===== config.mk =====
export PLATFORM = sky130hd
export DESIGN_NAME = rvv_rob_result_buf
export DESIGN_NICKNAME = d
export VERILOG_FILES = /design/src/rtl/rvv_pkg.sv /design/src/rtl/rvv_rob_result_buf.sv
export VERILOG_INCLUDE_DIRS = /design/src /design/src/rtl
export SDC_FILE = /design/constraint.sdc
export NUM_CORES = 1
export LEC_CHECK = 0
export BUFFER_PORTS_ARGS = -buffer_cell sky130_fd_sc_hd__buf_2
export CAP_MARGIN = 25
export CORE_MARGIN = 3
export CORE_UTILIZATION = 40
export CTS_CLUSTER_SIZE = 14
export DETAILED_ROUTE_END_ITERATION = 10
export GPL_ROUTABILITY_DRIVEN = 0
export PLACE_DENSITY = 0.72
export SYNTH_ARGS = -nofsm -noshare
export SYNTH_HDL_FRONTEND = slang
export SYNTH_SLANG_ARGS = --single-unit

===== constraint.sdc =====
create_clock -name clk -period 36.8 [get_ports clk]
set_input_delay 3.68 -clock clk [delete_from_list [all_inputs] [get_ports clk]]
set_output_delay 3.68 -clock clk [all_outputs]
set_load 0.01 [all_outputs]

===== src/rtl/rvv_consts.svh =====
////////////////////////////////////////////////////////////
// rvv alu slice constants
// vector length, element width codes, opcodes, queue depths
////////////////////////////////////////////////////////////
`ifndef RVV_CONSTS_SVH
`define RVV_CONSTS_SVH

`define RVV_VLEN       128
`define RVV_ROB_IDX_W  4

// sew codes, code 3 is reserved
`define RVV_SEW8       2'd0
`define RVV_SEW16      2'd1
`define RVV_SEW32      2'd2

// queue depths, both powers of two
`define RVV_RS_DEPTH   8
`define RVV_RB_DEPTH   4

`define RVV_OP_ADD     3'd0
`define RVV_OP_SUB     3'd1
`define RVV_OP_AND     3'd2
`define RVV_OP_OR      3'd3
`define RVV_OP_XOR     3'd4
`define RVV_OP_MINU    3'd5
`define RVV_OP_MAXU    3'd6
`define RVV_OP_SLL     3'd7

`endif


===== src/rtl/rvv_pkg.sv =====
////////////////////////////////////////////////////////////
// rvv alu slice types
// vector register, element width, rob index and opcode
// types, plus the micro-op and result structs
////////////////////////////////////////////////////////////
`include "rvv_consts.svh"

package rvv_pkg;

  // one whole vector register
  typedef logic [`RVV_VLEN-1:0] vreg_t;

  // element width code
  typedef logic [1:0] sew_t;

  typedef logic [`RVV_ROB_IDX_W-1:0] rob_idx_t;

  typedef logic [2:0] alu_op_t;

  // micro-op as issued into the alu reservation station
  typedef struct packed {
    rob_idx_t rob_entry;
    alu_op_t  opcode;
    sew_t     sew;
    vreg_t    vs1_data;
    vreg_t    vs2_data;
  } alu_rs_t;

  // alu result handed to the rob side
  typedef struct packed {
    rob_idx_t rob_entry;
    vreg_t    w_data;
  } alu2rob_t;

endpackage


===== src/rtl/rvv_rob_result_buf.sv =====
////////////////////////////////////////////////////////////
// rvv rob result buffer
// in-order fifo taking up to two alu results per cycle,
// retires one per cycle through valid/ready
////////////////////////////////////////////////////////////
`timescale 1ns/1ns
`include "rvv_consts.svh"

module rvv_rob_result_buf (
  input  logic              clk,
  input  logic              reset,
  input  logic              result0_valid,
  input  rvv_pkg::alu2rob_t result0,
  output logic              result0_ready,
  input  logic              result1_valid,
  input  rvv_pkg::alu2rob_t result1,
  output logic              result1_ready,
  output logic              retire_valid,
  output rvv_pkg::alu2rob_t retire_data,
  input  logic              retire_ready
);

  import rvv_pkg::*;

  localparam int DEPTH = `RVV_RB_DEPTH;
  localparam int PTR_W = $clog2(DEPTH);
  localparam int CNT_W = PTR_W + 1;

  alu2rob_t         mem [DEPTH];
  logic [PTR_W-1:0] wr_ptr;
  logic [PTR_W-1:0] rd_ptr;
  logic [CNT_W-1:0] count;
  logic [CNT_W-1:0] free_cnt;
  logic             wr0;
  logic             wr1;
  logic             rd;

  // readiness comes only from free slots, never from retire_ready
  assign free_cnt      = CNT_W'(DEPTH) - count;
  assign result0_ready = (free_cnt >= CNT_W'(1));
  assign result1_ready = (free_cnt >= CNT_W'(2));

  assign wr0 = result0_valid && result0_ready;
  assign wr1 = result1_valid && result1_ready;

  assign retire_valid = (count != '0);
  assign retire_data  = mem[rd_ptr];
  assign rd           = retire_valid && retire_ready;

  // result0 is older and takes the first slot
  always_ff @(posedge clk) begin
    if (wr0) begin
      mem[wr_ptr] <= result0;
    end
    if (wr1) begin
      mem[wr_ptr + PTR_W'(1)] <= result1;
    end
  end

  always_ff @(posedge clk) begin
    if (reset) begin
      wr_ptr <= '0;
      rd_ptr <= '0;
      count  <= '0;
    end else begin
      wr_ptr <= wr_ptr + PTR_W'(wr0) + PTR_W'(wr1);
      if (rd) begin
        rd_ptr <= rd_ptr + PTR_W'(1);
      end
      count <= count + CNT_W'(wr0) + CNT_W'(wr1) - CNT_W'(rd);
    end
  end

  a_no_overflow: assert property (@(posedge clk) disable iff (reset)
    count <= CNT_W'(DEPTH))
    else $error("result buffer written beyond capacity");

  // the alu side must never hand over result1 alone
  a_wr1_after_wr0: assert property (@(posedge clk) disable iff (reset)
    wr1 |-> wr0)
    else $error("result1 written without result0");

  a_retire_stable: assert property (@(posedge clk) disable iff (reset)
    (retire_valid && !retire_ready) |=> (retire_valid && $stable(retire_data)))
    else $error("retire_data changed while stalled");

endmodule


After elaboration in Yosys (flattened, before gate mapping). Memories as Yosys holds them, arrays and structs flattened. A register that Yosys moved wholly into a read port is not among the register bits. Cells that the tools add are included.

Flip-flop bits (word level): 7. Memory bits (writable): 528. Bits of input ports: 269. Output and inout bits: 135. Word-level logic and storage cells: 24. Memories kept: 1.

Memories: mem (depth 4, width 132, rd ports 1, clocked after memory_dff 1, wr ports 2, line rvv_rob_result_buf.sv:29) `alu2rob_t mem [DEPTH];`.

$add $sub $neg: 8. Magnitude comparators: 2. Multiplexer cells: 6. Reduce and logical (&&, ||, !) cells: 4.

Operators with widths (count): $add A3 B1 Y3 (2); $add A2 B1 Y2 (2); $add A2 B1 Y2 const B (2); $mux W1 (4); $mux W2 (2); $ge A3 B1 Y1 const B (1); $ge A3 B2 Y1 const B (1); $logic_and A1 B1 Y1 (3); $reduce_bool A3 Y1 (1); $sub A3 B1 Y3 (1); $sub A3 B3 Y3 const A (1).

Depth between registers and ports, before layout.
Depth in word-level cells: 6. Mapped depth: 12. Gate-level depth less buffers: 12.

Worst setup path after synthesis. OpenSTA, ideal clock, no wires.

Kind: in2reg. From: in result0_valid. To: mem mem[0][0] in the netlist's numbering, enable pin. Setup time: 0.817 ns. Arrival: 13.450 ns. Data required time: 35.983 ns. Slack: 22.533 ns. Cell stages on the path: 2. Path buffers: 0. Cells stage by stage: nand2_1 o31ai_1.

RTL lines: start, declared (line rvv_rob_result_buf.sv:12) `input logic result0_valid,`; end, declared (line rvv_rob_result_buf.sv:29).

==> results.md <==
* Total GRT Usage at 18.43%
* Initial core utilization at 40.69%
* Die Height at 262.8 µm
* Hold Fails Final Rpt at 0
* Worst EP required at 33.12 ns
* Fillers at 5,401
* Distinct cells, synth at 27
* Die width at 262.8 µm
* Crit. End Element: primary output
* First-pass GRT wire length at 97,740 µm
* Overflow after GRT at 0
* Total CTS buffers at 57
* Reg area at 16,040 µm²
* Commonest cells after routing, fill and taps aside: edfxtp_1 (528), buf_2 (403), mux2_2 (390)
* # IOs at 404
* Vias in the first global route at 15,497
* Worst flop-to-flop path endpoint: mem[1][60]
* Async set-reset flop share out of synthesis at 0%
* Commonest non-fill, non-tap cell in the layout: edfxtp_1
* Post-synthesis register bit count at 537
* Worst-margin pin slew at 1.003 ns
* Vias at 14,401
* Synth top area share at 60.11%
* # port buffers at 403
* Layout Nets at 2,003
* Row count at 93
* Largest net degree at the start of global routing at 133
* Die ar. at 69,060 µm²
* Max Cap Viol at 0
* Max-slew headroom at 33.10%
* Drt first pass iters at 4
* # clock sinks at 537
* RSZ-0062 raised after global routing: no
* Slew Limit Fails at 0
* Flop2flop setup slack at 32.91 ns
* CTS tree: yes
* DP HPWL at 39,390 µm
* Post-CTS setup buffers at 0
* P&R area growth vs syn at 17.92%
* Multi-input gate area at 9813 µm²
* Startpoint types: flop
* DRT antenna net count at 0
* Syn_nets at 1,608
* Worst Hold Class: reg2reg
* Initial antenna violation count at 32
* Seq/Total Area, Yosys at 60.80%
* Peak supply drop at 0.06030 mV
* Pwr Density at 76.51 nW/µm²
* Cells after Synth at 1,331
* Avg Cell Area, Syn at 19.82 µm²
* Critical Path AT at 3.53 ns
* Drc violations at 0
* Share of post-route cells with drive strength above 1 at 66.23%
* Max Clock Skew at 0.01563 ns
* Prevailing post-synth register cell: edfxtp_1
* Warnings from Yosys at 0
* Part of the cycle the worst path needs at 19.60%
* Setup Viol. Count Final at 0
* Pre-CTS worst setup slack at 30.10 ns
* Max Fclk at 138.7 MHz
* Crit path setup slack, layout at 29.59 ns
* Cell depth of the worst min-delay path at 2
* Synth area leader: edfxtp_1
* Htree depth at 2
* Worst-path clk slew at 0.06 ns
* Core area at 64,810 µm²
* Hold Worst Slack at 0.5283 ns
* Worst-Skew Late Latency at 0.59 ns
* DR WL/cell at 24.42 µm
* Post-CTS Hold Fix Bufs at 0
* Clk buf depth at 3
* Synthesized cell area at 26,380 µm²
* Clk root buf: clkbuf_16
* Min-delay src: count[2]
* Final wirelength at 64,750 µm
* Worst r2r src: count[1]
* FF-to-FF path depth at 8
* PostCTS Resize Cnt at 0
* Post-Route Setup TNS at 0 ns
* Final core occ at 47.99%
* Worst Path Max Fanout at 54
* Post-DR vias/cell at 5.432
* Post-synth EDFFs at 528
* Status: complete, no violations
* Worst Setup Path Type: reg2out
* Hold EP: count[2]
* Final period demand of the worst path at 7.212 ns
* Leakage at 10.98 nW
* Synth top area cells: edfxtp_1 (60%), mux2_2 (17%), mux4_2 (11%)
* Initial DRC Count at 1,036
Yosys cell counts (all sizes together), types with 2 or more instances:
cell / instances
mux2: 528
a41o: 2
fa: 3
buf: 75
nand2: 2
inv: 7
o31ai: 2
xor2: 2
edfxtp: 528
mux4: 132
ha: 5
clkbuf: 16
nor2b: 2
nor2: 8
dfxtp: 9
xnor2: 3
worst max path at each step:
stage / endpoint / slack [ns] / from / depth (start not counted)
floorplan: mem[0][0] / 22.53 / result0_valid / 2
global placement: retire_data[58] / 30.13 / flop / 4
detailed placement: retire_data[31] / 30.10 / flop / 4
CTS: retire_data[31] / 29.45 / flop / 4
global route: retire_data[64] / 29.29 / flop / 4
finish: retire_data[52] / 29.59 / flop / 4
area by class of cell:
cell class / count / share of cell area (%)
sequential: 537 / 51.58
antenna: 25 / 0.2012
clock buffer: 77 / 4.964
clock inverter: 27 / 0.8368
timing repair buffer: 427 / 7.338
inverter: 7 / 0.08448
tap: 855 / 3.440
multi-input combinational: 696 / 31.55
layer usage:
metal,share of wire (%),GRT usage (%)
met1,39,22.88
met2,51,30.90
met3,6.2,4.297
met4,3.4,8.046
met5,0.15,0
worst max-delay path, stage by stage, from the launching register on:
cell and delay, ns:
dfxtp_4 0.75, buf_4 0.70, buf_4 0.77, mux4_2 0.45, buf_2 0.16
flip-flops by register name (all words and copies together), names as in the netlist, named ones only:
name and flops:
rd_ptr 2, count 3, wr_ptr 2, mem 528
report_power, final:
group | internal [W] | leakage [nW] | switching [W]
sequential | 0.000935 | 4.98 | 0.0000522
clock | 0.000328 | 0.881 | 0.000235
combinational | 0.000371 | 5.12 | 0.000459
cell families (layout without fill, tap and decap cells):
| group | after synthesis | in the layout | share of synthesized area [%] |
|---|---|---|---|
| buf+inv | 98 | 538 | 2.230 |
| other cells | 0 | 25 | 0 |
| simple gates | 19 | 19 | 0.4317 |
| compound gates | 4 | 4 | 0.1328 |
| flops | 537 | 537 | 60.80 |
| xor+xnor | 5 | 5 | 0.1661 |
| fa+ha+maj | 8 | 8 | 0.4649 |
| mux | 660 | 660 | 35.78 |
per-stage QoR:
| stage | instance area [µm²] | instances | total power [W] |
|---|---|---|---|
| 6_report | 31100 | 2651 | 0.002380 |
| 4_1_cts | 30980 | 2624 | 0.002407 |
| 3_3_place_gp | 29150 | 2519 | 0.001824 |
| 2_1_floorplan | 26380 | 1331 | 0.001593 |
| 3_5_place_dp | 29180 | 2520 | 0.001841 |
| 5_1_grt | 31100 | 2649 | 0.002488 |
Note: power is estimated with default switching activity, not from simulation.
