<file path="src/rtl/rvv_consts.svh">
////////////////////////////////////////////////////////////
// rvv alu slice constants
// vector length, element width codes, opcodes, queue depths
////////////////////////////////////////////////////////////
`ifndef RVV_CONSTS_SVH
`define RVV_CONSTS_SVH

`define RVV_VLEN       128
`define RVV_ROB_IDX_W  4

// sew codes, code 3 is reserved
`define RVV_SEW8       2'd0
`define RVV_SEW16      2'd1
`define RVV_SEW32      2'd2

// queue depths, both powers of two
`define RVV_RS_DEPTH   8
`define RVV_RB_DEPTH   4

`define RVV_OP_ADD     3'd0
`define RVV_OP_SUB     3'd1
`define RVV_OP_AND     3'd2
`define RVV_OP_OR      3'd3
`define RVV_OP_XOR     3'd4
`define RVV_OP_MINU    3'd5
`define RVV_OP_MAXU    3'd6
`define RVV_OP_SLL     3'd7

`endif

</file>
<file path="src/rtl/rvv_pkg.sv">
////////////////////////////////////////////////////////////
// rvv alu slice types
// vector register, element width, rob index and opcode
// types, plus the micro-op and result structs
////////////////////////////////////////////////////////////
`include "rvv_consts.svh"

package rvv_pkg;

  // one whole vector register
  typedef logic [`RVV_VLEN-1:0] vreg_t;

  // element width code
  typedef logic [1:0] sew_t;

  typedef logic [`RVV_ROB_IDX_W-1:0] rob_idx_t;

  typedef logic [2:0] alu_op_t;

  // micro-op as issued into the alu reservation station
  typedef struct packed {
    rob_idx_t rob_entry;
    alu_op_t  opcode;
    sew_t     sew;
    vreg_t    vs1_data;
    vreg_t    vs2_data;
  } alu_rs_t;

  // alu result handed to the rob side
  typedef struct packed {
    rob_idx_t rob_entry;
    vreg_t    w_data;
  } alu2rob_t;

endpackage

</file>
<file path="src/rtl/rvv_alu_rs.sv">
////////////////////////////////////////////////////////////
// rvv alu reservation station
// in-order fifo with one push port and two read heads,
// pops one or two oldest entries per cycle
////////////////////////////////////////////////////////////
`timescale 1ns/1ns
`include "rvv_consts.svh"

module rvv_alu_rs (
  input  logic              clk,
  input  logic              reset,
  input  logic              push_valid,
  input  rvv_pkg::alu_rs_t  push_uop,
  output logic              push_ready,
  output rvv_pkg::alu_rs_t  alu_uop0,
  output rvv_pkg::alu_rs_t  alu_uop1,
  output logic              fifo_empty,
  output logic              fifo_1left_to_empty,
  input  logic              pop0,
  input  logic              pop1
);

  import rvv_pkg::*;

  localparam int DEPTH = `RVV_RS_DEPTH;
  localparam int PTR_W = $clog2(DEPTH);
  localparam int CNT_W = PTR_W + 1;

  alu_rs_t          mem [DEPTH];
  logic [PTR_W-1:0] wr_ptr;
  logic [PTR_W-1:0] rd_ptr;
  logic [PTR_W-1:0] rd_ptr_p1;
  logic [CNT_W-1:0] count;
  logic             push;
  logic [1:0]       pop_cnt;

  assign push_ready = (count != CNT_W'(DEPTH));
  assign push       = push_valid && push_ready;

  // pop1 only ever comes with pop0
  assign pop_cnt    = {1'b0, pop0} + {1'b0, pop1};

  // both heads read straight from storage
  assign rd_ptr_p1  = rd_ptr + PTR_W'(1);
  assign alu_uop0   = mem[rd_ptr];
  assign alu_uop1   = mem[rd_ptr_p1];

  assign fifo_empty          = (count == '0);
  assign fifo_1left_to_empty = (count == CNT_W'(1));

  always_ff @(posedge clk) begin
    if (push) begin
      mem[wr_ptr] <= push_uop;
    end
  end

  // pointers wrap naturally, depth is a power of two
  always_ff @(posedge clk) begin
    if (reset) begin
      wr_ptr <= '0;
      rd_ptr <= '0;
      count  <= '0;
    end else begin
      if (push) begin
        wr_ptr <= wr_ptr + PTR_W'(1);
      end
      rd_ptr <= rd_ptr + PTR_W'(pop_cnt);
      count  <= count + CNT_W'(push) - CNT_W'(pop_cnt);
    end
  end

  // pops come from rvv_alu and must match what is stored
  a_no_pop_when_empty: assert property (@(posedge clk) disable iff (reset)
    pop0 |-> !fifo_empty)
    else $error("pop0 while the station is empty");

  a_pop1_needs_pop0: assert property (@(posedge clk) disable iff (reset)
    pop1 |-> pop0)
    else $error("pop1 without pop0 breaks in-order issue");

  a_pop1_needs_two: assert property (@(posedge clk) disable iff (reset)
    pop1 |-> (count >= CNT_W'(2)))
    else $error("pop1 with fewer than two entries held");

endmodule

</file>
<file path="config.mk">
export PLATFORM = sky130hd
export DESIGN_NAME = rvv_alu_rs
export DESIGN_NICKNAME = d
export VERILOG_FILES = /design/src/rtl/rvv_pkg.sv /design/src/rtl/rvv_alu_rs.sv
export VERILOG_INCLUDE_DIRS = /design/src /design/src/rtl
export SDC_FILE = /design/constraint.sdc
export NUM_CORES = 2
export LEC_CHECK = 0
export ABC_CLOCK_PERIOD_IN_PS = 28600
export BUFFER_PORTS_ARGS = -buffer_cell sky130_fd_sc_hd__buf_2
export CELL_PAD_IN_SITES_DETAIL_PLACEMENT = 0
export CELL_PAD_IN_SITES_GLOBAL_PLACEMENT = 1
export CORE_MARGIN = 3
export CORE_UTILIZATION = 40
export DETAILED_ROUTE_END_ITERATION = 8
export GPL_TIMING_DRIVEN = 1
export PLACE_DENSITY = 0.71
export SLEW_MARGIN = 10
export SYNTH_ARGS = -nofsm -noshare
export SYNTH_HDL_FRONTEND = slang
export SYNTH_SLANG_ARGS = --single-unit
</file>
<file path="constraint.sdc">
create_clock -name clk -period 28.6 [get_ports clk]
set_input_delay 2.86 -clock clk [delete_from_list [all_inputs] [get_ports clk]]
set_output_delay 2.86 -clock clk [all_outputs]
set_load 0.01 [all_outputs]
</file>
# [Yosys cells after proc, flatten, opt, wreduce, memory -nomap -nowiden]
# Memories as Yosys holds them, arrays and structs flattened. A register that Yosys moved wholly into a read port is not among the register bits.
# Index checks and enable logic that the tools add are counted.
[word_totals] out_inout_bits=533 ramBits=2120 in_bits=270 mem_count=1 regBits=10
[mem_list] name="mem" words=8 width=265 rd=2 rd_ports_with_merged_regs=1 wr=1 line="rvv_alu_rs.sv:29" source="alu_rs_t mem [DEPTH];"
[classes] muxes=3 reduce_logical=2 add_sub_neg=6 n_eq_ne=2
[ops] op="$add A3 B1 Y3 const B" n=2
[ops] op="$add A4 B1 Y4" n=1
[ops] op="$eq A4 B1 Y1 const B" n=1
[ops] op="$logic_not A4 Y1" n=1
[ops] op="$ne A4 B4 Y1 const B" n=1
[ops] op="$sub A4 B2 Y4" n=1
[ops] op="$add A3 B2 Y3" n=1
[ops] op="$mux W3" n=1
[ops] op="$add A1 B1 Y2" n=1
[ops] op="$mux W1" n=2
[ops] op="$logic_and A1 B1 Y1" n=1

# [Depth between registers and ports, before layout]
[logic_depth] word_depth=4 depth_mapped=11 depth_no_buf=10

# [Worst setup path before layout]
# OpenSTA, ideal clock, no wires.
[synth_timing] kind="input port to flip-flop" start="input port push_valid" end="memory mem[0][0] in the netlist's numbering, enable pin" t_required_ns=27.384 n_path_buf=0 t_arrival_ns=20.857 path_slack_ns=6.527 path_stages=2 path_cell_list="nand3b_1 > nor3_1"
[synth_via] elab_chain_len=3
[synth_rtl] item="start, declared" line="rvv_alu_rs.sv:12" source="input logic push_valid,"
[synth_rtl] item="$logic_and A1 B1 Y1" line="rvv_alu_rs.sv:38" source="assign push = push_valid && push_ready;"
[synth_rtl] item="$mux W1" line="rvv_alu_rs.sv:52" source="if (push) begin"
[synth_rtl] item="$mux W1 (not written as such)" line="rvv_alu_rs.sv:53" source="mem[wr_ptr] <= push_uop;"
[synth_rtl] item="end, declared" line="rvv_alu_rs.sv:29"
# Every way passes these cells.

==> impl_metrics.tcl <==
set metrics [dict create \
    status "complete, no violations" \
    min-delay-path-class "reg2reg" \
    drt_wl_total_um 242000 \
    num_io_pins 803 \
    hp-start "wr_ptr[0]" \
    post_route_cells_drive_above_1_share 0.538 \
    number_of_different_library_cells_in_the_post_synthesis_netlist 29 \
    synthMuxAreaShare 0.312 \
    holdPathEnd "wr_ptr[0]" \
    row_count 179 \
    cts_htree_levels 4 \
    cts-buffers-inserted 220 \
    drv_slew 0 \
    layout.nets 5172 \
    fp.coreArea_um2 239000 \
    drt-wirelength-per-cell_um 29.2 \
    grt_first_pass_wirelength_um 355000 \
    max-clock-path-buffers 3 \
    hold_buffers 0 \
    endpoint_kind "primary output" \
    place.detailed.instances 7834 \
    p_leak_nw 34.8 \
    dp_slack_ns 18.52 \
    maximum_number_of_pins_on_one_net_before_global_route_repair 152 \
    finalSetupViolations 0 \
    post-cts-setup-buffers 0 \
    route.vias.total 48005 \
    grt_overflow_total 0 \
    final_core_utilization 0.462 \
    detail_route.iter0.violations 3968 \
    final_cells 8273 \
    worst-r2r-setup-slack_ns 23.47 \
    remaining_drc_errors 0 \
    synth.yosys.warnings 0 \
    die_width_um 497 \
    synth_to_layout_area_growth_pct 14.4 \
    timing.final.crit_period_ns 10.91 \
    criticalPathCategory "reg2out" \
    power_per_cell_area_nw_per_um2 78.4 \
    via_count_of_the_first_global_routing_pass 50649 \
    global_placer_s_final_weighted_congestion 0.766 \
    combinational_family_with_the_most_area_after_synthesis "multiplexers" \
    die_outline_area_um2 247000 \
    vdd_drop_max_mv 0.0613 \
    critical_path.max_fanout 151 \
    clock_transition_time_at_the_flip_flop_clock_pins_of_the_worst_setup_and_hold_paths_ns 0.06 \
    timing.max_slew.rel_slack 0.153 \
    cts_resized 0 \
    synthAdderAreaFrac 0.00184 \
    place_hpwl_um 144000 \
    worstHoldPathCells 2 \
    cts.sink_count 2130 \
    grt_antenna_before_repair 71 \
    finalHoldViolations 0 \
    period_share 0.381 \
    unrepaired_setup_endpoints_after_global_routing "false" \
    post_synth_net_total 4358 \
    synth-compound-area-share 0.000441 \
    die_h_um 497 \
    cell_count_after_synthesis 4075 \
    post-route-worst-setup-slack_ns 17.69 \
    port_buffers 802 \
    cts.root.buffer_cell "sky130_fd_sc_hd__clkbuf_16" \
    avgSynthCellArea_um2 23.7 \
    critical_path.reg2reg.startpoint "count[2]" \
    first_pass_iters 5 \
    highest_clock_frequency_the_design_can_meet_ghz 0.0917 \
    worstPathArrival_ns 8.05 \
    fin_hold_ws_ns 0.624 \
    ys_seq_area_frac 0.661 \
    grt_use_total 0.193 \
    yosys_register_bits 2130 \
    tritoncts "done" \
    synth-simple-area-share 0.00158 \
    r2r_end "mem[1][139]" \
    final.setup.tns_ns 0 \
    mappedNetlistArea_um2 96500 \
    final_antenna_net_count 0 \
    finClkSkew_ns 0.0553 \
    vias_per_cell 5.80 \
    critical_path_required_ns 25.74 \
    worstRegToRegCells 9 \
    worstSkewPairLatency_ns 0.84 \
    drv_cap 0 \
    tightestPinTransition_ns 1.27 \
    timing.critical_path.from_type "flop" \
    synth_xor_xnor_area_share 0.000272 \
    starting_density 0.404 \
]
==> registers in the layout (all words and copies together) (netlist names) <==
name and count:
rd_ptr 3, count 4, wr_ptr 3, mem 2120
==> cell type report <==
class | instances | area, um2
Fill cell | 19611 | 129000
Sequential cell | 2130 | 63900
Multi-Input combinational cell | 1643 | 30600
Clock buffer | 265 | 5740
Timing Repair Buffer | 889 | 4830
Tap cell | 3167 | 3960
Clock inverter | 140 | 1290
Antenna cell | 34 | 85.1
Inverter | 5 | 18.8
==> cell families after synthesis <==
family	count (synthesis)
AOI/OAI and AO/OA	6
xor gates and xnor gates	3
adders and majority gates	13
buffers and inverters	302
DFF	2130
muxes	1592
and+or+nand+nor	29
==> metrics by stage <==
step | instance area (um2) | power (mW)
after floorplan | 96500 | 5.28
after global placement | 103000 | 5.96
after detailed placement | 103000 | 5.98
after CTS | 110000 | 8.77
after global routing | 110000 | 9.00
final | 110000 | 8.65
==> Yosys cell counts (all sizes together) <==
master	n	area share
a21bo	2	0.00021
a21o	1	0.000078
a21oi	3	0.00016
and3b	1	0.000091
buf	247	0.020
clkbuf	50	0.0019
dfxtp	10	0.0021
edfxtp	2120	0.66
fa	2	0.00041
ha	11	0.0014
inv	5	0.00019
mux2	532	0.062
mux4	1060	0.25
nand2	2	0.000078
nand2b	2	0.00013
nand3	3	0.00016
nand3b	1	0.000078
nor2	10	0.00039
nor2b	6	0.00039
nor3	2	0.00010
nor3b	1	0.000078
or3b	1	0.000091
xnor2	2	0.00018
xor2	1	0.000091
==> power breakdown <==
part	switching, mW	leakage [nW]	total (mW)	internal (mW)
logic	1.17	12.1	2.21	1.04
clock network	1.18	3.43	2.77	1.59
registers	0.0670	19.3	3.67	3.60
total	2.42	34.8	8.65	6.23
==> critical path, stage by stage, from the launching register on <==
cell	delay, ns
sky130_fd_sc_hd__dfxtp_4	0.95
sky130_fd_sc_hd__buf_12	0.59
sky130_fd_sc_hd__buf_4	0.86
sky130_fd_sc_hd__buf_4	0.89
sky130_fd_sc_hd__buf_4	0.61
sky130_fd_sc_hd__buf_4	0.76
sky130_fd_sc_hd__buf_12	0.63
sky130_fd_sc_hd__mux4_2	0.60
sky130_fd_sc_hd__mux2_2	0.34
sky130_fd_sc_hd__buf_2	0.16
==> worst max path at each step <==
stage | from | to | slack, ns | cells past startpoint
2_1_floorplan | push_valid | mem[0][0] | 6.53 | 2
3_3_place_gp | rd_ptr[0] | alu_uop1[100] | 18.67 | 9
3_5_place_dp | rd_ptr[0] | alu_uop1[100] | 18.52 | 9
4_1_cts | rd_ptr[0] | alu_uop1[100] | 17.60 | 9
5_1_grt | rd_ptr[0] | alu_uop1[100] | 16.97 | 9
6_report | rd_ptr[0] | alu_uop1[100] | 17.69 | 9
==> layer usage <==
layer | vias to the layer above | share of wire | track usage
met5 | - | 0.00085 | 0
met2 | 1612 | 0.50 | 0.323
met1 | 26140 | 0.40 | 0.253
met3 | 383 | 0.077 | 0.0492
met4 | 26 | 0.025 | 0.0492
li1 | 19844 | - | -
==> layout by cell type (no fill, tap or decap), types with 4 or more instances in the layout <==
| cell type | instances |
|---|---|
| sky130_fd_sc_hd__clkbuf_16 | 223 |
| sky130_fd_sc_hd__clkinv_16 | 4 |
| sky130_fd_sc_hd__dfxtp_1 | 7 |
| sky130_fd_sc_hd__nor2_1 | 4 |
| sky130_fd_sc_hd__clkbuf_1 | 42 |
| sky130_fd_sc_hd__nor2b_1 | 6 |
| sky130_fd_sc_hd__inv_1 | 5 |
| sky130_fd_sc_hd__clkinvlp_4 | 6 |
| sky130_fd_sc_hd__edfxtp_1 | 2120 |
| sky130_fd_sc_hd__buf_2 | 802 |
| sky130_fd_sc_hd__nor2_4 | 6 |
| sky130_fd_sc_hd__ha_1 | 10 |
| sky130_fd_sc_hd__clkinv_2 | 43 |
| sky130_fd_sc_hd__buf_12 | 13 |
| sky130_fd_sc_hd__bufinv_16 | 18 |
| sky130_fd_sc_hd__diode_2 | 34 |
| sky130_fd_sc_hd__mux4_2 | 984 |
| sky130_fd_sc_hd__clkinv_1 | 57 |
| sky130_fd_sc_hd__buf_4 | 74 |
| sky130_fd_sc_hd__clkinv_8 | 4 |
| sky130_fd_sc_hd__mux4_1 | 76 |
| sky130_fd_sc_hd__mux2_2 | 532 |
Power figures use the tool's default switching activity.
